[config.mk]
export PLATFORM = sky130hd
export DESIGN_NAME = burst_adaptor
export DESIGN_NICKNAME = d
export VERILOG_FILES = /design/src/hdl/mem_types_pkg.sv /design/src/hdl/burst_adaptor.sv
export SDC_FILE = /design/constraint.sdc
export NUM_CORES = 1
export LEC_CHECK = 0
export ABC_AREA = 0
export BUFFER_PORTS_ARGS = -buffer_cell sky130_fd_sc_hd__buf_2
export CELL_PAD_IN_SITES_DETAIL_PLACEMENT = 2
export CELL_PAD_IN_SITES_GLOBAL_PLACEMENT = 2
export CORE_AREA = 8 8 273 275
export DETAILED_ROUTE_END_ITERATION = 10
export DIE_AREA = 0 0 281 283
export PLACE_DENSITY = 0.54
export RECOVER_POWER = 25
export SYNTH_ARGS = -nofsm -noshare
export SYNTH_HDL_FRONTEND = slang
export SYNTH_SLANG_ARGS = --single-unit
[constraint.sdc]
create_clock -name clk -period 3.7 [get_ports clk]
set_input_delay 0.37 -clock clk [delete_from_list [all_inputs] [get_ports clk]]
set_output_delay 0.37 -clock clk [all_outputs]
set_load 0.005 [all_outputs]
[src/hdl/mem_types_pkg.sv]
`default_nettype none

package mem_types_pkg;

    typedef logic [31:0]  addr_t;   // byte address
    typedef logic [31:0]  word_t;   // cpu data word
    typedef logic [3:0]   wmask_t;  // byte enables of one word
    typedef logic [255:0] line_t;   // one cache line
    typedef logic [63:0]  beat_t;   // one burst beat

    localparam int BEATS_PER_LINE = 4;  // 4 x 64 = 256
    localparam int OFFSET_BITS    = 5;  // 32 bytes per line

    // cache controller
    typedef enum logic [1:0] {
        IDLE_HIT,   // lookup, hit answers next cycle
        WRITEBACK,  // dirty victim out
        FILL        // new line in
    } cache_state_e;

    // shared line port owner
    typedef enum logic [1:0] {
        FREE,
        GRANT_FETCH,
        GRANT_DATA
    } arb_state_e;

    // line <-> beats
    typedef enum logic [1:0] {
        IDLE,
        READ_BEATS,
        WRITE_BEATS,
        DONE        // one-cycle line resp
    } burst_state_e;

endpackage

`default_nettype wire

[src/hdl/burst_adaptor.sv]
`default_nettype none

module burst_adaptor (
    input  wire logic                 clk,
    input  wire logic                 rst,
    input  wire mem_types_pkg::addr_t addr_i,
    input  wire logic                 read_i,
    input  wire logic                 write_i,
    input  wire mem_types_pkg::line_t line_i,
    output mem_types_pkg::line_t      line_o,
    output logic                      resp_o,
    output mem_types_pkg::addr_t      addr_o,
    output logic                      read_o,
    output logic                      write_o,
    output mem_types_pkg::beat_t      burst_o,
    input  wire mem_types_pkg::beat_t burst_i,
    input  wire logic                 resp_i
);
    import mem_types_pkg::*;

    localparam logic [1:0] LAST_BEAT = 2'(BEATS_PER_LINE - 1);

    burst_state_e state_q;
    logic [1:0]   cnt_q;    // current beat
    line_t        line_q;   // gathered read line

    assign addr_o  = addr_i;                                    // line address held
    assign read_o  = (state_q == READ_BEATS);
    assign write_o = (state_q == WRITE_BEATS);
    assign burst_o = line_i[cnt_q * $bits(beat_t) +: $bits(beat_t)];  // beat 0 low
    assign line_o  = line_q;
    assign resp_o  = (state_q == DONE);

    always_ff @(posedge clk) begin
        if (rst) begin
            state_q <= IDLE;
            cnt_q   <= 2'd0;
        end else begin
            case (state_q)
                IDLE: begin
                    cnt_q <= 2'd0;
                    if (read_i) begin
                        state_q <= READ_BEATS;
                    end else if (write_i) begin
                        state_q <= WRITE_BEATS;
                    end
                end
                READ_BEATS, WRITE_BEATS: begin
                    if (resp_i) begin
                        cnt_q <= cnt_q + 2'd1;                  // wraps to 0 after last
                        if (cnt_q == LAST_BEAT) begin
                            state_q <= DONE;
                        end
                    end
                end
                DONE:    state_q <= IDLE;                       // one-cycle resp
                default: state_q <= IDLE;
            endcase
        end
    end

    // beat capture, payload only
    always_ff @(posedge clk) begin
        if ((state_q == READ_BEATS) && resp_i) begin
            line_q[cnt_q * $bits(beat_t) +: $bits(beat_t)] <= burst_i;
        end
    end

    // line resp comes exactly one cycle after the fourth beat
    assert property (@(posedge clk) disable iff (rst)
        resp_o |-> $past(resp_i) && ($past(cnt_q) == LAST_BEAT))
        else $error("burst_adaptor: line resp without four beats");

endmodule

`default_nettype wire

==> flow_results.org <==
** STA
- Headroom to the max-slew limit :: 0.362
- For the pin with the worst max-slew slack, the measured transition is 0.957 ns.
- The final number of max-transition violations is 0.
- Achievable frequency :: approximately 370 MHz
- For the finished layout, the period the worst path requires is 2.70 ns.
- Worst Clk Skew :: 0.00797 ns
- Unrepaired setup endpoints after global routing :: no
- Hold violation total from the final report :: 0
- Post-route setup TNS :: 0 ns
- Period Utilization, post-route :: 0.730
- Number of endpoints failing setup at the final stage :: 0

** Yosys
- Async S/R FF share, synth :: 0
- The cell count after synthesis came out at around 700.
- Number of synthesized register bits :: 260
- The most used flip-flop cell after synthesis is sky130_fd_sc_hd__edfxtp_1.
- Yosys printed 0 warnings.
- Average instance area after synthesis :: 16.8 um^2
- Area share of the largest cell type after synthesis :: 0.658
- Count of cell types in the netlist :: 30
- Yosys mapped a number of flops with a built-in enable equal to 256.
- The number of nets in the synthesized netlist is ~1,100.
- Top area cells in the synthesized netlist :: sky130_fd_sc_hd__edfxtp_1, sky130_fd_sc_hd__mux4_2, sky130_fd_sc_hd__and2_1
- For this run, the register share of the synthesized area comes to 0.665.
- Netlist Area Pre-Place :: 11,700 um^2
- Cell taking the most area after synthesis :: sky130_fd_sc_hd__edfxtp_1

** Route
- For this run, design rule violations remaining after detail routing come to 0.
- The first routing iteration left roughly 300 violations.
- In the routed layout, each cell is associated on average with a via count of 3.80.
- Routed via count :: 8,780
- Total wirelength of the detailed-routed design :: 61,800 um
- DR pass1 iterations :: 4
- Post-DRT Antenna Nets :: 0
- Final routed wire length divided by cell count :: about 27 um

** CTS
- Clock latency on the worst-skew pair :: 0.55 ns
- PostCTS Resize Cnt :: 0
- Max Root-Sink Buffers :: 3
- For this design, the CTS-stage hold fixing added 0 buffers.
- Worst-path clk slew :: 0.06 ns
- Clock root buffer :: sky130_fd_sc_hd__clkbuf_16
- The clock drives 260 sinks.
- Clock tree synthesis inserted a total of 29 buffers.
- TritonCTS clock tree :: built
- Post-CTS setup buffer count :: 0
- CTS built an H-tree with a depth of 1.

** Finish
- Fill cell instance count of the final layout :: between 7,000 and 8,000
- The area growth from synthesis to layout is 42.2%.
- Nets@finish :: 1,681
- The top cell types in the final layout, fill and taps aside, are sky130_fd_sc_hd__buf_2, sky130_fd_sc_hd__edfxtp_1, sky130_fd_sc_hd__and2_1.
- Once layout is complete, the utilization of the core stands at 0.236.
- The library cell used most frequently in the layout, excluding fill and tap cells, is sky130_fd_sc_hd__buf_2.
- Multi-input gate area :: 3470 um^2
- Fraction of layout instances using a drive strength above 1 :: 0.502
- Reg area :: 7770 um^2

** Place
- Port buffering added 647 buffers.
- Routability cong. :: about 0.85
- Summed over all nets, the half-perimeter wirelength after detailed placement is a little over 50,000 um.

** GRT
- Total global routing overflow :: 0
- The initial antenna violation count was 60.
- Pin count of the biggest net entering global routing :: 73
- Vias in the first global route :: 9,997
- The first global-routing pass estimated 83,400 um of wire.
- Total global-route track usage :: 0.148

** Worst setup path
- Critical path startpoint category :: register
- The worst setup path is captured at a primary output.
- Of all nets on the critical path, the largest fanout is 66.
- The worst register-to-register path begins at cnt_q[0].
- The critical path is of the register to primary output type.
- CP Data Arrival Time :: 2.33 ns
- Critical Path Start :: cnt_q[1]
- Data required time of the critical path :: approximately 3.3 ns

** Floorplan
- The core region is 70,500 um^2.
- From left edge to right edge, the die measures 281 um.
- Row Count :: 98
- Top-level port count :: about 710
- The floorplan step defined a die boundary enclosing ~80,000 um^2.
- The die is ~280 um tall.
- Starting utilization of the core area :: 0.166

** Power and ir drop
- Of the total power, the clock network draws 0.339.
- Of the total power, the share spent switching nets is 0.280.
- Worst vdd rail ir drop :: roughly 0.35 mV
- Reg power frac :: 0.425
- Of the total power, combinational logic draws 0.237.
- Net switching power :: 2.37 mW
- Cell internal power was estimated by the tool at 6.09 mW.
- Pwr per Cell Area :: roughly 510 nW/um^2
- Cell leakage power :: 5.86 nW

** Min path
- The tightest min-delay check is of the primary input to register type.
- Worst Hold Launch :: rst

** Status
- Result of the run :: completed

** Flow run
- Max-cap violations in this run came to 0.
-- power groups by stage --
stage	Clock [mW]	Sequential (mW)	Combinational (mW)
floorplan	0	3.65	1.14
global placement	0	3.65	2.04
detailed placement	0	3.66	2.11
CTS	2.97	3.59	2.12
global route	3.07	3.61	2.22
finish	2.86	3.59	2.00
-- cell type report --
class                   instances  area share
flip-flops and latches        260       0.468
multi-input cells             358       0.209
repair buffers                659       0.191
well taps                     950      0.0715
clock buffers                  32      0.0443
clock inverters                21      0.0113
diodes                         23     0.00346
inverters                       6     0.00136
-- logic make-up (layout without fill, tap and decap cells) --
| group | Yosys count | in the layout | synth area share |
|---|---|---|---|
| AOI/OAI and AO/OA | 9 | 9 | 0.00535 |
| DFF | 260 | 260 | 0.665 |
| adders and majority gates | 10 | 10 | 0.0107 |
| other | 0 | 23 | 0 |
| and+or+nand+nor | 274 | 274 | 0.154 |
| buffers and inverters | 78 | 718 | 0.0415 |
| muxes | 65 | 65 | 0.124 |
-- Yosys cell counts, types with 2 or more instances --
library cell	count
sky130_fd_sc_hd__and2_1	205
sky130_fd_sc_hd__and2_2	51
sky130_fd_sc_hd__and3_1	3
sky130_fd_sc_hd__buf_2	3
sky130_fd_sc_hd__buf_4	36
sky130_fd_sc_hd__buf_6	6
sky130_fd_sc_hd__clkbuf_1	20
sky130_fd_sc_hd__clkbuf_2	7
sky130_fd_sc_hd__dfxtp_1	4
sky130_fd_sc_hd__edfxtp_1	256
sky130_fd_sc_hd__ha_1	10
sky130_fd_sc_hd__inv_1	6
sky130_fd_sc_hd__mux4_2	64
sky130_fd_sc_hd__nand2_1	4
sky130_fd_sc_hd__nor2_1	3
sky130_fd_sc_hd__nor3_2	2
sky130_fd_sc_hd__o21ai_0	3
-- flip-flops by register name, indices dropped and copies added, names as in the netlist --
signal	cells
line_o	256
cnt_q	2
state_q	2
-- per-layer routing --
metal,up-vias,wire (um),GRT usage
li1,3785,-,-
met1,4330,21000,0.148
met2,527,33300,0.287
met3,134,5180,0.0450
met4,4,2330,0.0495
met5,-,22,0
-- path summary, 6_finish.rpt --
check	cells after the start	endpoint	slack, ns
max	3	burst_o[29]	1.00
min	2	cnt_q[0]	0.05
max reg2reg	6	line_o[4]	1.38
min reg2reg	2	state_q[1]	0.56
-- through the flow --
| stage | power [mW] | hold slack, ns | cell area, um^2 | std cells | setup WS, ns |
|---|---|---|---|---|---|
| floorplan | 4.79 | 0.439 | 11700 | 696 | 0.702 |
| global placement | 5.69 | 0.533 | 15800 | 2233 | 1.33 |
| detailed placement | 5.77 | 0.562 | 15800 | 2233 | 1.31 |
| CTS | 8.69 | 0.0155 | 16800 | 2286 | 0.945 |
| global route | 8.90 | 0.0133 | 16600 | 2293 | 0.892 |
| finish | 8.46 | 0.0495 | 16600 | 2309 | 1.00 |
-- critical path: stages, from the launching register on --
cell and delay, ns:
sky130_fd_sc_hd__dfxtp_4 0.36, sky130_fd_sc_hd__buf_4 0.68, sky130_fd_sc_hd__mux4_2 0.47, sky130_fd_sc_hd__buf_2 0.17
(Power assumes the default switching activity.)
