## config.mk

```make
export PLATFORM = sky130hd
export DESIGN_NAME = line_cache
export DESIGN_NICKNAME = d
export VERILOG_FILES = /design/src/hdl/mem_types_pkg.sv /design/src/hdl/line_cache.sv
export SDC_FILE = /design/constraint.sdc
export NUM_CORES = 2
export LEC_CHECK = 0
export BUFFER_PORTS_ARGS = -buffer_cell sky130_fd_sc_hd__buf_2
export CAP_MARGIN = 20
export CORE_AREA = 2 2 866 523
export DETAILED_ROUTE_END_ITERATION = 10
export DIE_AREA = 0 0 868 525
export HOLD_SLACK_MARGIN = 0.12
export PLACE_DENSITY = 0.64
export SLEW_MARGIN = 10
export SYNTH_ARGS = -nofsm -noshare
export SYNTH_HDL_FRONTEND = slang
export SYNTH_MEMORY_MAX_BITS = 65536
export SYNTH_SLANG_ARGS = --single-unit
```

## constraint.sdc

```tcl
create_clock -name clk -period 24.7 [get_ports clk]
set_clock_uncertainty 0.15 [all_clocks]
set_input_delay 4.94 -clock clk [delete_from_list [all_inputs] [get_ports clk]]
set_output_delay 4.94 -clock clk [all_outputs]
set_load 0.02 [all_outputs]
```

## src/hdl/mem_types_pkg.sv

```systemverilog
`default_nettype none

package mem_types_pkg;

    typedef logic [31:0]  addr_t;   // byte address
    typedef logic [31:0]  word_t;   // cpu data word
    typedef logic [3:0]   wmask_t;  // byte enables of one word
    typedef logic [255:0] line_t;   // one cache line
    typedef logic [63:0]  beat_t;   // one burst beat

    localparam int BEATS_PER_LINE = 4;  // 4 x 64 = 256
    localparam int OFFSET_BITS    = 5;  // 32 bytes per line

    // cache controller
    typedef enum logic [1:0] {
        IDLE_HIT,   // lookup, hit answers next cycle
        WRITEBACK,  // dirty victim out
        FILL        // new line in
    } cache_state_e;

    // shared line port owner
    typedef enum logic [1:0] {
        FREE,
        GRANT_FETCH,
        GRANT_DATA
    } arb_state_e;

    // line <-> beats
    typedef enum logic [1:0] {
        IDLE,
        READ_BEATS,
        WRITE_BEATS,
        DONE        // one-cycle line resp
    } burst_state_e;

endpackage

`default_nettype wire

```

## src/hdl/line_cache.sv

```systemverilog
`default_nettype none

module line_cache #(
    parameter int NUM_SETS = 16
) (
    input  wire logic                  clk,
    input  wire logic                  rst,
    input  wire mem_types_pkg::addr_t  mem_addr_i,
    input  wire logic                  mem_read_i,
    input  wire logic                  mem_write_i,
    input  wire mem_types_pkg::word_t  mem_wdata_i,
    input  wire mem_types_pkg::wmask_t mem_wmask_i,
    output mem_types_pkg::word_t       mem_rdata_o,
    output logic                       mem_resp_o,
    output mem_types_pkg::addr_t       pmem_addr_o,
    output logic                       pmem_read_o,
    output logic                       pmem_write_o,
    output mem_types_pkg::line_t       pmem_wdata_o,
    input  wire mem_types_pkg::line_t  pmem_rdata_i,
    input  wire logic                  pmem_resp_i
);
    import mem_types_pkg::*;

    localparam int INDEX_BITS    = $clog2(NUM_SETS);
    localparam int TAG_BITS      = 32 - OFFSET_BITS - INDEX_BITS;
    localparam int WORD_SEL_BITS = OFFSET_BITS - 2;   // word within line
    localparam int LINE_BYTES    = 2 ** OFFSET_BITS;

    logic [TAG_BITS-1:0]      tag_q [NUM_SETS];   // no reset, valid_q guards
    line_t                    data_q [NUM_SETS];
    logic [NUM_SETS-1:0]      valid_q;
    logic [NUM_SETS-1:0]      dirty_q;

    cache_state_e             state_q;
    logic                     resp_q;             // hit answer, one cycle late

    logic [INDEX_BITS-1:0]    index;
    logic [TAG_BITS-1:0]      req_tag;
    logic [WORD_SEL_BITS-1:0] word_sel;
    logic                     mem_req;
    logic                     hit;
    logic                     hit_write;
    logic [LINE_BYTES-1:0]    line_wmask;         // byte mask in line position
    line_t                    line_wdata;         // word copied to every lane
    line_t                    merged_line;

    assign index    = mem_addr_i[OFFSET_BITS +: INDEX_BITS];
    assign req_tag  = mem_addr_i[31 -: TAG_BITS];
    assign word_sel = mem_addr_i[2 +: WORD_SEL_BITS];
    assign mem_req  = mem_read_i | mem_write_i;
    assign hit      = valid_q[index] && (tag_q[index] == req_tag);
    // new request only, not the resp cycle of the last one
    assign hit_write = (state_q == IDLE_HIT) && mem_write_i && hit && !resp_q;

    // lane steering, replaces the separate bus adapter
    assign mem_rdata_o = data_q[index][{word_sel, 5'b00000} +: 32];
    assign mem_resp_o  = resp_q;

    always_comb begin
        line_wmask  = {{(LINE_BYTES-4){1'b0}}, mem_wmask_i} << {word_sel, 2'b00};
        line_wdata  = {(LINE_BYTES/4){mem_wdata_i}};
        merged_line = data_q[index];
        for (int b = 0; b < LINE_BYTES; b++) begin
            if (line_wmask[b]) begin
                merged_line[b*8 +: 8] = line_wdata[b*8 +: 8];  // take cpu byte
            end
        end
    end

    // line port, driven straight from state
    assign pmem_read_o  = (state_q == FILL);
    assign pmem_write_o = (state_q == WRITEBACK);
    assign pmem_wdata_o = data_q[index];                       // victim line
    assign pmem_addr_o  = (state_q == WRITEBACK)
                        ? {tag_q[index], index, {OFFSET_BITS{1'b0}}}  // victim's home
                        : {req_tag, index, {OFFSET_BITS{1'b0}}};

    always_ff @(posedge clk) begin
        if (rst) begin
            state_q <= IDLE_HIT;
            resp_q  <= 1'b0;
            valid_q <= '0;
            dirty_q <= '0;
        end else begin
            resp_q <= 1'b0;                                     // pulse
            case (state_q)
                IDLE_HIT: begin
                    if (mem_req && !resp_q) begin
                        if (hit) begin
                            resp_q <= 1'b1;
                            if (mem_write_i) begin
                                dirty_q[index] <= 1'b1;
                            end
                        end else if (valid_q[index] && dirty_q[index]) begin
                            state_q <= WRITEBACK;
                        end else begin
                            state_q <= FILL;
                        end
                    end
                end
                WRITEBACK: begin
                    if (pmem_resp_i) begin
                        state_q <= FILL;                        // victim is safe
                    end
                end
                FILL: begin
                    if (pmem_resp_i) begin
                        valid_q[index] <= 1'b1;
                        dirty_q[index] <= 1'b0;
                        state_q        <= IDLE_HIT;             // retry hits next
                    end
                end
                default: state_q <= IDLE_HIT;
            endcase
        end
    end

    // arrays, written on fill or write hit
    always_ff @(posedge clk) begin
        if ((state_q == FILL) && pmem_resp_i) begin
            data_q[index] <= pmem_rdata_i;
            tag_q[index]  <= req_tag;
        end else if (hit_write) begin
            data_q[index] <= merged_line;
        end
    end

    // requester never reads and writes at once
    assert property (@(posedge clk) disable iff (rst)
        !(mem_read_i && mem_write_i))
        else $error("line_cache: read and write high together");

    // a miss only answers after it is back in lookup
    assert property (@(posedge clk) disable iff (rst)
        $rose(mem_resp_o) |-> (state_q == IDLE_HIT) && ($past(state_q) == IDLE_HIT))
        else $error("line_cache: resp raised during writeback or fill");

endmodule

`default_nettype wire

```

==> out/results.txt <==
status -> finished clean
sequential cell area -> 0.135 mm^2
critical path arrival -> 10.56 ns
leakage -> 63.8 nW
CP startpoint kind -> primary input
clk sink count -> 4499
Seq pwr share -> 51.9%
Port Buf Inserts -> 644
placed insts -> 13.9k
Net Sw Frac -> 22.8%
clock-pin slew on the worst setup and hold paths -> 0.07 ns
die area -> 0.456 mm^2
# nets final -> 8687
final wirelength -> 562000 um
root buf cell -> clkbuf_16
Post-CTS Setup Bufs -> 0
Cell Chain, Critical Path -> buf_8 -> buf_12 -> buf_4 -> buf_4 -> mux4_2 -> mux4_2 -> mux4_2 -> mux2_2 -> buf_2
fin cells -> 14.9k
HP Class -> register to register
Synth async-reset ratio -> 0%
Buf/Inv on CP -> 5
worst path required time -> 19.61 ns
Initial Utilization -> 39.8%
CP top delay family -> buffers and inverters
post_cts resized -> 0
library cells used by synthesis -> 67
CTS tree -> done
Core Footprint -> 0.449 mm^2
Clock Tree Buf Depth -> 4
Max-cap violations -> 0
Hold Buf Count CTS -> 0
Pint -> 12.6 mW
Die H -> 525 um
CP max-delay cell -> buf_4
die width -> 868 um
Total GRT Usage -> 24.1%
NetSw -> 3.71 mW
Synth warnings -> 0
Clk pwr share -> 40.5%
Top FF cell, synth -> edfxtp_1
Synth Area per Inst -> 23.8 um^2
DR DRC count -> 0
CP most frequent cell -> mux4_2
Seq/Total Area, Yosys -> 75.5%
initial antenna violation count -> 203
Crit. End Element -> output pin
final worst-path cycle share -> 63.4%
commonest non-fill, non-tap cell in the layout -> edfxtp_1
largest family of logic cells by synthesized area -> multiplexers
#FFs+latches synth -> 4499
Post-synth EDFFs -> 4464
Multi-input gate area -> 0.0421 mm^2
multiplexer share of the synthesized area -> 22.0%
initial DRC count -> 15.3k
Mapped Cells -> 7487
Post-Synth Simple-Gate Area -> 0.780%
RSZ-0062 raised after global routing -> no
clock insertion delay at the later pin of the skew report -> 1.00 ns
vias in the first global route -> 86.1k
mean routed wirelength per cell -> 37.7 um
worst-path maximum fanout -> 101
Peak Freq -> 0.0639 GHz
final hold violations -> 0
vias per cell -> 6.11
area of the mapped netlist -> 0.178 mm^2
layout cell share with drive strength beyond 1 -> 37.3%
pin count of the biggest net entering global routing -> 125
Synth Area in XOR/XNOR -> 0.142%
adder-cell area share of the yosys netlist -> 0%
CP max stage delay -> 0.93 ns
Setup TNS Final -> 0 ns
Final Cell Area -> 0.204 mm^2
Gate power share -> 7.6%
Fill cells -> 36.6k
Detail Route Antenna Nets -> 0
grt total ovfl -> 0
crit path time final -> 15.65 ns
via count -> 91.1k
dpl hpwl -> 341000 um
peak supply drop -> 0.0601 mV
Cell Pwr Density -> 79.8 mW/mm^2
worst slew pin tran -> 1.22 ns
synth-to-layout area growth -> 14.4%
commonest non-fill, non-tap cells in the layout -> edfxtp_1, mux4_2, buf_2
Placement Cell Area -> 0.190 mm^2
Cell Rows -> 191
Crit Path Category -> primary input to output pin
Final Max Slew Viols -> 0
# IOs -> 652
Max-slew headroom -> 18.4%
H-tree depth -> 5
total CTS buffers -> 431
complex-gate fraction of the synthesized area -> 0.562%
final setup fails -> 0
Final GP Congestion -> 0.896
first-pass GRT wire length -> 754000 um
Pre-antenna DRT Iters -> 6
[layout make-up]
| cell class | instances | area share [%] |
|---|---|---|
| timing repair buffer | 852 | 2.54 |
| clock buffer | 524 | 5.55 |
| clock inverter | 273 | 1.28 |
| antenna | 211 | 0.259 |
| inverter | 30 | 0.0588 |
| tap | 5983 | 3.67 |
| multi-input combinational | 2544 | 20.6 |
| sequential | 4499 | 66.0 |
[cells by family (layout without fill, tap and decap cells)]
logic type	after synthesis	after routing
other	1	216
muxes	2065	2065
DFF	4499	4499
and+or+nand+nor	299	299
AOI/OAI and AO/OA	146	146
xor gates and xnor gates	29	29
buffers and inverters	448	1679
[worst paths after layout]
path / endpoint / slack [ns] / start / cells after the start
hold reg to reg: register / 0.31 / register / 2
hold / removal: register / 0.31 / register / 2
setup reg to reg: data_q[6][77] / 17.07 / tag_q[14][6] / 12
setup / recovery: mem_rdata_o[8] / 9.05 / mem_addr_i[6] / 9
[power by group through the flow]
stage	logic, mW	registers (mW)	clock network (mW)
after floorplan	0.650	8.62	0
after global placement	1.20	8.60	0
after detailed placement	1.22	8.61	0
after CTS	1.23	8.44	6.66
after global routing	1.27	8.44	6.95
final	1.24	8.44	6.60
[registers in the layout, summed over array words and instances (netlist names), named ones only]
signal and flops:
data_q 4096, mem_resp_o 1, state_q 2, tag_q 368, valid_q 16
[per-stage QoR]
stage	power [mW]	utilization, %	worst slack, ns	hold WS [ns]
after floorplan	9.27	-	3.56	0.281
after global placement	9.80	42.3	9.05	0.292
after detailed placement	9.83	42.3	9.03	0.298
after CTS	16.3	45.4	9.04	0.311
after global routing	16.7	45.4	8.83	0.329
final	16.3	45.5	9.05	0.311
[per-layer routing]
| metal | vias to the layer above | share of wire (%) | GRT usage (%) |
|---|---|---|---|
| li1 | 34500 | - | - |
| met1 | 49300 | 38 | 34.6 |
| met2 | 6387 | 44 | 34.4 |
| met3 | 864 | 14 | 7.26 |
| met4 | 46 | 4.2 | 9.75 |
| met5 | - | 0.048 | 0 |
[cell usage after synthesis, types with 5 or more instances]
master | instances | area share, %
xor2_1 | 12 | 0.059
a22o_1 | 5 | 0.025
mux2i_1 | 77 | 0.43
nor2b_1 | 10 | 0.035
o21ai_0 | 30 | 0.084
nand3_1 | 26 | 0.073
clkbuf_1 | 250 | 0.53
buf_2 | 53 | 0.15
a22oi_1 | 10 | 0.042
nand2_1 | 80 | 0.17
buf_6 | 8 | 0.050
a21oi_1 | 28 | 0.079
a211oi_1 | 18 | 0.076
xnor2_1 | 17 | 0.083
nand2b_1 | 14 | 0.049
mux2_1 | 252 | 1.6
buf_4 | 18 | 0.076
nand4_1 | 20 | 0.070
dfxtp_1 | 35 | 0.39
mux2_2 | 313 | 2.0
o211ai_1 | 5 | 0.021
o22ai_1 | 8 | 0.028
nor2_1 | 101 | 0.21
nand3b_1 | 5 | 0.021
buf_1 | 89 | 0.19
mux4_2 | 1423 | 18
inv_1 | 28 | 0.059
nor3_1 | 18 | 0.050
and3_1 | 5 | 0.018
a31oi_1 | 5 | 0.018
edfxtp_1 | 4464 | 75
[worst register-to-register path, cell delays in order, from the launching register on]
cell,delay (ns)
edfxtp_1,0.41
mux4_2,0.49
mux2i_1,0.23
mux2i_1,0.17
xnor2_1,0.87
nand4b_1,0.30
a2111oi_4,0.38
buf_4,0.29
nand3_4,0.52
a21oi_4,0.86
buf_12,0.46
buf_4,1.05
buf_4,0.96
Note: power is estimated with default switching activity, not from simulation.
