$ cat config.mk
export PLATFORM = sky130hd
export DESIGN_NAME = port_arbiter
export DESIGN_NICKNAME = d
export VERILOG_FILES = /design/src/hdl/mem_types_pkg.sv /design/src/hdl/port_arbiter.sv
export SDC_FILE = /design/constraint.sdc
export NUM_CORES = 1
export LEC_CHECK = 0
export ABC_AREA = 1
export BUFFER_PORTS_ARGS = -buffer_cell sky130_fd_sc_hd__buf_2
export CORE_AREA = 2 2 646 648
export DETAILED_ROUTE_END_ITERATION = 10
export DIE_AREA = 0 0 648 650
export GPL_TIMING_DRIVEN = 0
export PLACE_DENSITY = 0.3
export SYNTH_ARGS = -nofsm -noshare
export SYNTH_HDL_FRONTEND = slang
export SYNTH_SLANG_ARGS = --single-unit
$ cat constraint.sdc
create_clock -name clk -period 1.7 [get_ports clk]
set_input_delay 0.34 -clock clk [delete_from_list [all_inputs] [get_ports clk]]
set_output_delay 0.34 -clock clk [all_outputs]
set_load 0.1 [all_outputs]
$ cat src/hdl/mem_types_pkg.sv
`default_nettype none

package mem_types_pkg;

    typedef logic [31:0]  addr_t;   // byte address
    typedef logic [31:0]  word_t;   // cpu data word
    typedef logic [3:0]   wmask_t;  // byte enables of one word
    typedef logic [255:0] line_t;   // one cache line
    typedef logic [63:0]  beat_t;   // one burst beat

    localparam int BEATS_PER_LINE = 4;  // 4 x 64 = 256
    localparam int OFFSET_BITS    = 5;  // 32 bytes per line

    // cache controller
    typedef enum logic [1:0] {
        IDLE_HIT,   // lookup, hit answers next cycle
        WRITEBACK,  // dirty victim out
        FILL        // new line in
    } cache_state_e;

    // shared line port owner
    typedef enum logic [1:0] {
        FREE,
        GRANT_FETCH,
        GRANT_DATA
    } arb_state_e;

    // line <-> beats
    typedef enum logic [1:0] {
        IDLE,
        READ_BEATS,
        WRITE_BEATS,
        DONE        // one-cycle line resp
    } burst_state_e;

endpackage

`default_nettype wire

$ cat src/hdl/port_arbiter.sv
`default_nettype none

module port_arbiter (
    input  wire logic                 clk,
    input  wire logic                 rst,
    input  wire mem_types_pkg::addr_t ipmem_addr_i,
    input  wire logic                 ipmem_read_i,
    input  wire logic                 ipmem_write_i,
    input  wire mem_types_pkg::line_t ipmem_wdata_i,
    output mem_types_pkg::line_t      ipmem_rdata_o,
    output logic                      ipmem_resp_o,
    input  wire mem_types_pkg::addr_t dpmem_addr_i,
    input  wire logic                 dpmem_read_i,
    input  wire logic                 dpmem_write_i,
    input  wire mem_types_pkg::line_t dpmem_wdata_i,
    output mem_types_pkg::line_t      dpmem_rdata_o,
    output logic                      dpmem_resp_o,
    output mem_types_pkg::addr_t      pmem_addr_o,
    output logic                      pmem_read_o,
    output logic                      pmem_write_o,
    output mem_types_pkg::line_t      pmem_wdata_o,
    input  wire mem_types_pkg::line_t pmem_rdata_i,
    input  wire logic                 pmem_resp_i
);
    import mem_types_pkg::*;

    arb_state_e state_q;
    logic       ireq;
    logic       dreq;
    logic       sel_data;   // data cache owns the port this cycle

    assign ireq = ipmem_read_i | ipmem_write_i;
    assign dreq = dpmem_read_i | dpmem_write_i;

    always_comb begin
        case (state_q)
            GRANT_DATA:  sel_data = 1'b1;
            GRANT_FETCH: sel_data = 1'b0;
            default:     sel_data = dreq;   // free, data wins a tie
        endcase
    end

    assign pmem_addr_o  = sel_data ? dpmem_addr_i  : ipmem_addr_i;
    assign pmem_read_o  = sel_data ? dpmem_read_i  : ipmem_read_i;
    assign pmem_write_o = sel_data ? dpmem_write_i : ipmem_write_i;
    assign pmem_wdata_o = sel_data ? dpmem_wdata_i : ipmem_wdata_i;

    assign ipmem_rdata_o = pmem_rdata_i;                // both see the line
    assign dpmem_rdata_o = pmem_rdata_i;
    assign ipmem_resp_o  = pmem_resp_i && !sel_data;    // only the owner
    assign dpmem_resp_o  = pmem_resp_i && sel_data;

    always_ff @(posedge clk) begin
        if (rst) begin
            state_q <= FREE;
        end else begin
            case (state_q)
                FREE: begin
                    if (dreq) begin
                        state_q <= GRANT_DATA;
                    end else if (ireq) begin
                        state_q <= GRANT_FETCH;
                    end
                end
                GRANT_FETCH, GRANT_DATA: begin
                    if (pmem_resp_i) begin
                        state_q <= FREE;                // release after resp
                    end
                end
                default: state_q <= FREE;
            endcase
        end
    end

    // a line resp lands only on the cache that holds the grant
    assert property (@(posedge clk) disable iff (rst)
        (!ipmem_resp_o || (state_q == GRANT_FETCH))
        && (!dpmem_resp_o || (state_q == GRANT_DATA)))
        else $error("port_arbiter: resp outside a single grant");

endmodule

`default_nettype wire

==> results of run 1 <==
-- synth_stat cells (all sizes together) --
cell type    n  area share, %
nor2         3           0.18
clkbuf       9           0.45
nand3b       1          0.099
buf        566             54
nand3        1          0.066
ha           2           0.33
nand2      873             43
dfxtp        2           0.53
o21ai        3           0.25
inv          7           0.35
a21oi        2           0.13
-- critical path, delay by kind of cell (launching register included) --
kind                     cells  cell delay [ns]
AO/OA/AOI/OAI                1             0.16
adder cells (fa/ha/maj)      1             0.26
buffers and inverters        6             0.93
flip-flops                   1             0.34
AND/OR/NAND/NOR              2             0.23
-- metrics by stage --
step / setup TNS [ns] / hold WS (ns) / total power [uW] / instances
after floorplan: -48.42 / 0.402 / 23900 / 1469
after global routing: -250.45 / 0.292 / 44300 / 8405
final: -224.74 / 0.305 / 42200 / 8457
after CTS: -287.31 / 0.298 / 39800 / 8367
after global placement: -527.46 / 0.503 / 35400 / 8352
after detailed placement: -525.72 / 0.490 / 35000 / 8352
-- per-layer routing --
metal	global-route usage, %	up-vias	share of wire [%]
li1	-	6783	-
met1	14.8	7185	37
met2	22.2	1274	45
met3	9.96	437	17
met4	0.833	154	1.5
met5	0	-	0.35
-- repair_timing --
action,CTS,global route
pin swaps,6,13
cloned,2,12
endpoints found under the setup margin,292,292
buffers inserted,10,6
resized for setup,884,678
-- how the worst max path moves through the flow --
stage	from	to	slack, ns	cells after the start
after global routing	state_q[1]	pmem_wdata_o[210]	-0.93	11
after global placement	dpmem_write_i	pmem_wdata_o[0]	-2.64	8
after floorplan	state_q[0]	pmem_read_o	-0.38	6
after detailed placement	dpmem_write_i	pmem_wdata_o[0]	-2.60	8
after CTS	state_q[0]	pmem_wdata_o[136]	-1.09	11
final	state_q[1]	pmem_addr_o[29]	-0.87	10
-- power by group --
| group | leakage, uW | internal [uW] | switching [uW] |
|---|---|---|---|
| sequential | 0.0000172 | 55.0 | 4.56 |
| clock | 0.0000374 | 299 | 53.7 |
| combinational | 0.0140 | 11300 | 30500 |
| total | 0.0140 | 11600 | 30600 |
-- layout make-up --
cell class,instances,area share (%)
repair buffers,1414,35.3
multi-input cells,885,26.7
well taps,5497,21.6
plain buffers,573,15.4
diodes,75,0.588
clock buffers,3,0.235
inverters,7,0.165
flip-flops and latches,2,0.133
repair inverters,1,0.0510
-- cells by family (layout without fill, tap and decap cells) --
family | count (synthesis) | in the layout | share of synthesized area (%)
compound gates | 5 | 5 | 0.380
fa+ha+maj | 2 | 2 | 0.330
buf+inv | 582 | 1998 | 55.2
flops | 2 | 2 | 0.529
other cells | 0 | 75 | 0
simple gates | 878 | 878 | 43.6
==> summary.md, run 1 <==
| Metric | Value |
|---|---|
| Via density | `1.87` |
| Rows | `237` |
| Max clock buf depth | `2` |
| Flop-to-flop setup slack | `0.54 ns` |
| Register area share after synthesis | `0.528%` |
| Register area | `42.5 sq um` |
| Cells along the critical path | `inv_2, ha_4, o21ai_4, buf_12, buf_16, buf_16, buf_12, nand2_2, nand2_8, buf_16` |
| Die Span X | `648 microns` |
| Max cap viols | `0` |
| Peak supply drop | `0.679 mV` |
| FF-to-FF End | `state_q[1]` |
| Synthesized flop and latch total | `2` |
| GPL Wtd Cong | `0.915` |
| Initial antenna violation count | `279` |
| Mapped Area | `0.00758 sq mm` |
| Layout net count | `3,728` |
| Multi-input gate area | `0.00851 sq mm` |
| Largest Register | `state_q` |
| Hold_sp | `rst` |
| Count of endpoints failing setup in the final report | `292` |
| Syn Area/Cell | `5.16 sq um` |
| Distinct cells, synth | `15` |
| Full die area | `0.421 sq mm` |
| Slew @ Worst Pin | `0.874 ns` |
| Ys Warns | `0` |
| Vias in the first global route | `16.2k` |
| Leakage Power | `0.0140 uW` |
| Worst clock skew | `0.00191 ns` |
| Vias | `15.8k` |
| Period Utilization, post-route | `151%` |
| Area grow syn2layout | `321%` |
| IO Pins | `1,643` |
| Fillers | `48.7k` |
| Max Slew Vio Count | `0` |
| Failing checks | `setup timing` |
| Most frequent cells in the layout | `buf_2, buf_4, nand2_4` |
| Total global-route track usage | `13.6%` |
| CTS Buf Count | `3` |
| First-pass GRT wire length | `333 mm` |
| Worst endpoint required time | `1.36 ns` |
| Clock Sinks | `2` |
| # hold bufs at CTS | `0` |
| Detailed-router iteration count before antenna repair | `4` |
| # H-tree levels | `1` |
| Mapped Cells | `1,469` |
| Clk root buf | `clkbuf_16` |
| Fmax | `0.389 GHz` |
| Min-Delay Path Class | `primary input to flip-flop` |
| Largest register FFs | `2` |
| Final WS setup | `-0.873 ns` |
| Layout cell share with drive strength beyond 1 | `91.1%` |
| Slew headroom | `42.1%` |
| R2R Path Start | `state_q[1]` |
| Biggest regs | `state_q (2)` |
| Crit Path Category | `flip-flop to output pin` |
| Worst Path Max Fanout | `7` |
| DP HPWL | `290 mm` |
| RSZ-0062 raised after global routing | `true` |
| Iter 0 DRT Violations | `739` |
| Largest stage delay, worst path | `0.34 ns` |
| Final core utilization | `7.69%` |
| Hold Path Depth | `2` |
| Outcome | `finished with violations` |
| CTS tree | `yes` |
| Power per cell area | `1320 mW/mm^2` |
| Die height | `650 microns` |
| Remaining DRCs | `0` |
| Antenna viol nets, final | `0` |
| Critical Path Start Type | `flip-flop` |
| Most common cell after layout, fill and taps aside | `buf_2` |
| Post-detailed-routing wire length | `301 mm` |
| Largest net degree at the start of global routing | `11` |
| Remaining global-route overflow | `0` |
| IO buf count | `1,386` |
| R2r worst-path depth | `6` |
| Wire length per cell | `35.6 microns` |
| CP Capture Type | `output pin` |
| Starting density of the core | `1.83%` |
| Arr. time, crit path | `2.23 ns` |
| Worst-skew pair later-pin latency | `0.24 ns` |
| WHS Endpoint | `state_q[1]` |
| CORE AREA | `0.415 sq mm` |
| Final Hold Viols | `0` |
| CP max-delay cell | `dfxtp_2` |
| Mapped Nets | `2,310` |
| Min cycle time layout | `2.57 ns` |
| Dpl cell area | `0.0254 sq mm` |
| Crit path top cell by count | `buf_16` |
| Design area | `0.0319 sq mm` |
| Clock-pin slew on the worst setup and hold paths | `0.03 ns` |
| Pre-CTS setup slack | `-2.60 ns` |
(Power assumes the default switching activity.)
==> inputs of run 2 (changes only) <==
CTS_BUF_LIST = sky130_fd_sc_hd__clkbuf_8   (was default)
==> run 2 against run 1 <==
- power is 2.1% higher
- critical path depth increased by 1
- fmax decreased by 0.36%
- final area rose by 2.7%
- final cell count grew 0.13%
- the flow still finishes with violations (setup timing)
- critical endpoint is now pmem_wdata_o[41]
- non-clock buffer count rose by 15
- combinational power grew 2%
- count of clock-buffer cells in the layout unchanged
- die area stayed put
- via count grew 0.80%
- highest routed layer unchanged
- flip-flop and latch count unchanged
- worst setup slack worse by 0.0093 ns
==> summary.md, run 2 (synthesis results as in run 1) <==
| Metric | Value |
|---|---|
| Register area | `42.5 sq um (unchanged)` |
| IO buf count | `1,386 (unchanged)` |
| Antenna viol nets, final | `0 (unchanged)` |
| DP HPWL | `290 mm (unchanged)` |
| Clk root buf | `clkbuf_8` |
| CP max-delay cell | `dfxtp_2` |
| Most common cell after layout, fill and taps aside | `buf_2` |
| First-pass GRT wire length | `333 mm (about the same)` |
| # hold bufs at CTS | `0 (unchanged)` |
| Slew @ Worst Pin | `0.878 ns (+0.00378 ns)` |
| FF-to-FF End | `state_q[1]` |
| Largest stage delay, worst path | `0.34 ns (about the same)` |
| Final Hold Viols | `0 (unchanged)` |
| Period Utilization, post-route | `152% (+0.55 points)` |
| Worst endpoint required time | `1.36 ns (about the same)` |
| Peak supply drop | `0.779 mV (+15%)` |
| Placed Cells | `8,352 (unchanged)` |
| Count of endpoints failing setup in the final report | `292 (unchanged)` |
| Layout cell share with drive strength beyond 1 | `91.4% (+0.36 points)` |
| Design area | `0.0328 sq mm (+2.7%)` |
| Vias | `16.0k (+0.80%)` |
| Hold Path Depth | `2 (unchanged)` |
| Outcome | `finished with violations` |
| Crit Path Category | `flip-flop to output pin` |
| Worst-skew pair later-pin latency | `0.23 ns (about the same)` |
| Die height | `650 microns (unchanged)` |
| CP Capture Type | `output pin` |
| Fillers | `48.7k (-0.14%)` |
| Starting density of the core | `1.83% (unchanged)` |
| Pre-CTS setup slack | `-2.60 ns (unchanged)` |
| Leakage Power | `0.0143 uW (+2.1%)` |
| Min cycle time layout | `2.58 ns (+0.00931 ns)` |
| Final WS setup | `-0.882 ns (-0.00931 ns)` |
| Final core utilization | `7.90% (+0.21 points)` |
| CTS tree | `yes` |
| CORE AREA | `0.415 sq mm (unchanged)` |
| R2R Path Start | `state_q[1]` |
| GPL Wtd Cong | `0.915 (unchanged)` |
| Multi-input gate area | `0.00892 sq mm (+4.8%)` |
| Iter 0 DRT Violations | `650 (-12%)` |
| Fmax | `0.387 GHz (-0.36%)` |
| Die Span X | `648 microns (unchanged)` |
| Clock Sinks | `2 (unchanged)` |
| Cells along the critical path | `inv_2, ha_4, o21ai_4, buf_12, clkinv_16, buf_16, buf_12, clkbuf_16, nand2_4, nand2_8, buf_16` |
| Max clock buf depth | `2 (unchanged)` |
| Hold_sp | `rst` |
| Wire length per cell | `35.7 microns (+0.23%)` |
| Detailed-router iteration count before antenna repair | `5 (+1)` |
| Most frequent cells in the layout | `buf_2, buf_4, nand2_4` |
| Remaining DRCs | `0 (unchanged)` |
| Largest net degree at the start of global routing | `11 (unchanged)` |
| Largest register FFs | `2 (unchanged)` |
| Total negative setup slack | `-225.49 ns (-0.748 ns)` |
| Worst clock skew | `0.00273 ns (+0.000811 ns)` |
| RSZ-0062 raised after global routing | `true` |
| WHS Endpoint | `state_q[1]` |
| Full die area | `0.421 sq mm (unchanged)` |
| Slew headroom | `41.9% (-0.25 points)` |
| R2r worst-path depth | `6 (unchanged)` |
| Min-Delay Path Class | `primary input to flip-flop` |
| Worst Path Max Fanout | `9 (+2)` |
| Vias in the first global route | `16.2k (-0.025%)` |
| Layout net count | `3,743 (+0.40%)` |
| Via density | `1.88 (+0.67%)` |
| Arr. time, crit path | `2.24 ns (about the same)` |
| CTS Buf Count | `3 (unchanged)` |
| Max Slew Vio Count | `0 (unchanged)` |
| Critical Path Start Type | `flip-flop` |
| Rows | `237 (unchanged)` |
| Biggest regs | `state_q (2)` |
| Power per cell area | `1310 mW/mm^2 (-0.62%)` |
| Largest Register | `state_q` |
| Finished Layout Cells | `8,468 (+0.13%)` |
| Clock-pin slew on the worst setup and hold paths | `0.03 ns (about the same)` |
| # H-tree levels | `1 (unchanged)` |
| Dpl cell area | `0.0254 sq mm (unchanged)` |
| Max cap viols | `0 (unchanged)` |
| IO Pins | `1,643 (unchanged)` |
| Remaining global-route overflow | `0 (unchanged)` |
| Total global-route track usage | `13.6% (about the same)` |
| Area grow syn2layout | `333%` |
| Failing checks | `setup timing` |
| Post-detailed-routing wire length | `302 mm (+0.36%)` |
| Flop-to-flop setup slack | `0.54 ns (about the same)` |
| Initial antenna violation count | `276 (-1.1%)` |
## run 2: power by group
| part | leakage, uW | switching, uW | internal [uW] |
|---|---|---|---|
| registers | 0.0000172 | 4.54 | 55.0 |
| logic | 0.0143 | 30900 | 12000 |
| clock network | 0.0000220 | 36.7 | 149 |
## run 2: layout make-up
| type | instances | share of cell area (%) |
|---|---|---|
| well taps | 5497 | 21.0 |
| plain buffers | 573 | 15.1 |
| inverters | 7 | 0.160 |
| flip-flops and latches | 2 | 0.130 |
| repair inverters | 1 | 0.0496 |
| diodes | 71 | 0.542 |
| multi-input cells | 885 | 27.2 |
| clock buffers | 3 | 0.126 |
| repair buffers | 1429 | 35.7 |
## run 2: routing by layer
layer | global-route usage, % | wire length, microns
met1 | 14.7 | 111000
met2 | 22.3 | 136000
met3 | 10.1 | 49700
met4 | 0.674 | 4320
met5 | 0 | 1080
## run 2: worst max path at each step
| stage | startpoint | end | slack (ns) | cells past startpoint |
|---|---|---|---|---|
| 3_5_place_dp | dpmem_write_i | pmem_wdata_o[0] | -2.60 | 8 |
| 2_1_floorplan | state_q[0] | pmem_read_o | -0.38 | 6 |
| 3_3_place_gp | dpmem_write_i | pmem_wdata_o[0] | -2.64 | 8 |
| 5_1_grt | state_q[1] | pmem_wdata_o[41] | -0.96 | 12 |
| 6_report | state_q[1] | pmem_wdata_o[41] | -0.88 | 11 |
| 4_1_cts | state_q[0] | pmem_wdata_o[136] | -1.08 | 11 |
## run 2: timing repair
action	CTS	global route
setup endpoints to repair	292	292
buffers inserted	9	14
gates resized for setup	852	804
cloned	2	20
pin swaps	4	20
## run 2: through the flow
step	hold WS (ns)	total power (uW)
6_report	0.306	43100
2_1_floorplan	0.402	23900
5_1_grt	0.302	45200
3_5_place_dp	0.490	35000
3_3_place_gp	0.503	35400
4_1_cts	0.309	39400
## run 2: critical path: cells and delay by family (launching register included)
kind            cells  cell delay (ns)
simple gates        2             0.15
flops               1             0.34
fa+ha+maj           1             0.26
compound gates      1             0.16
buf+inv             7             1.08
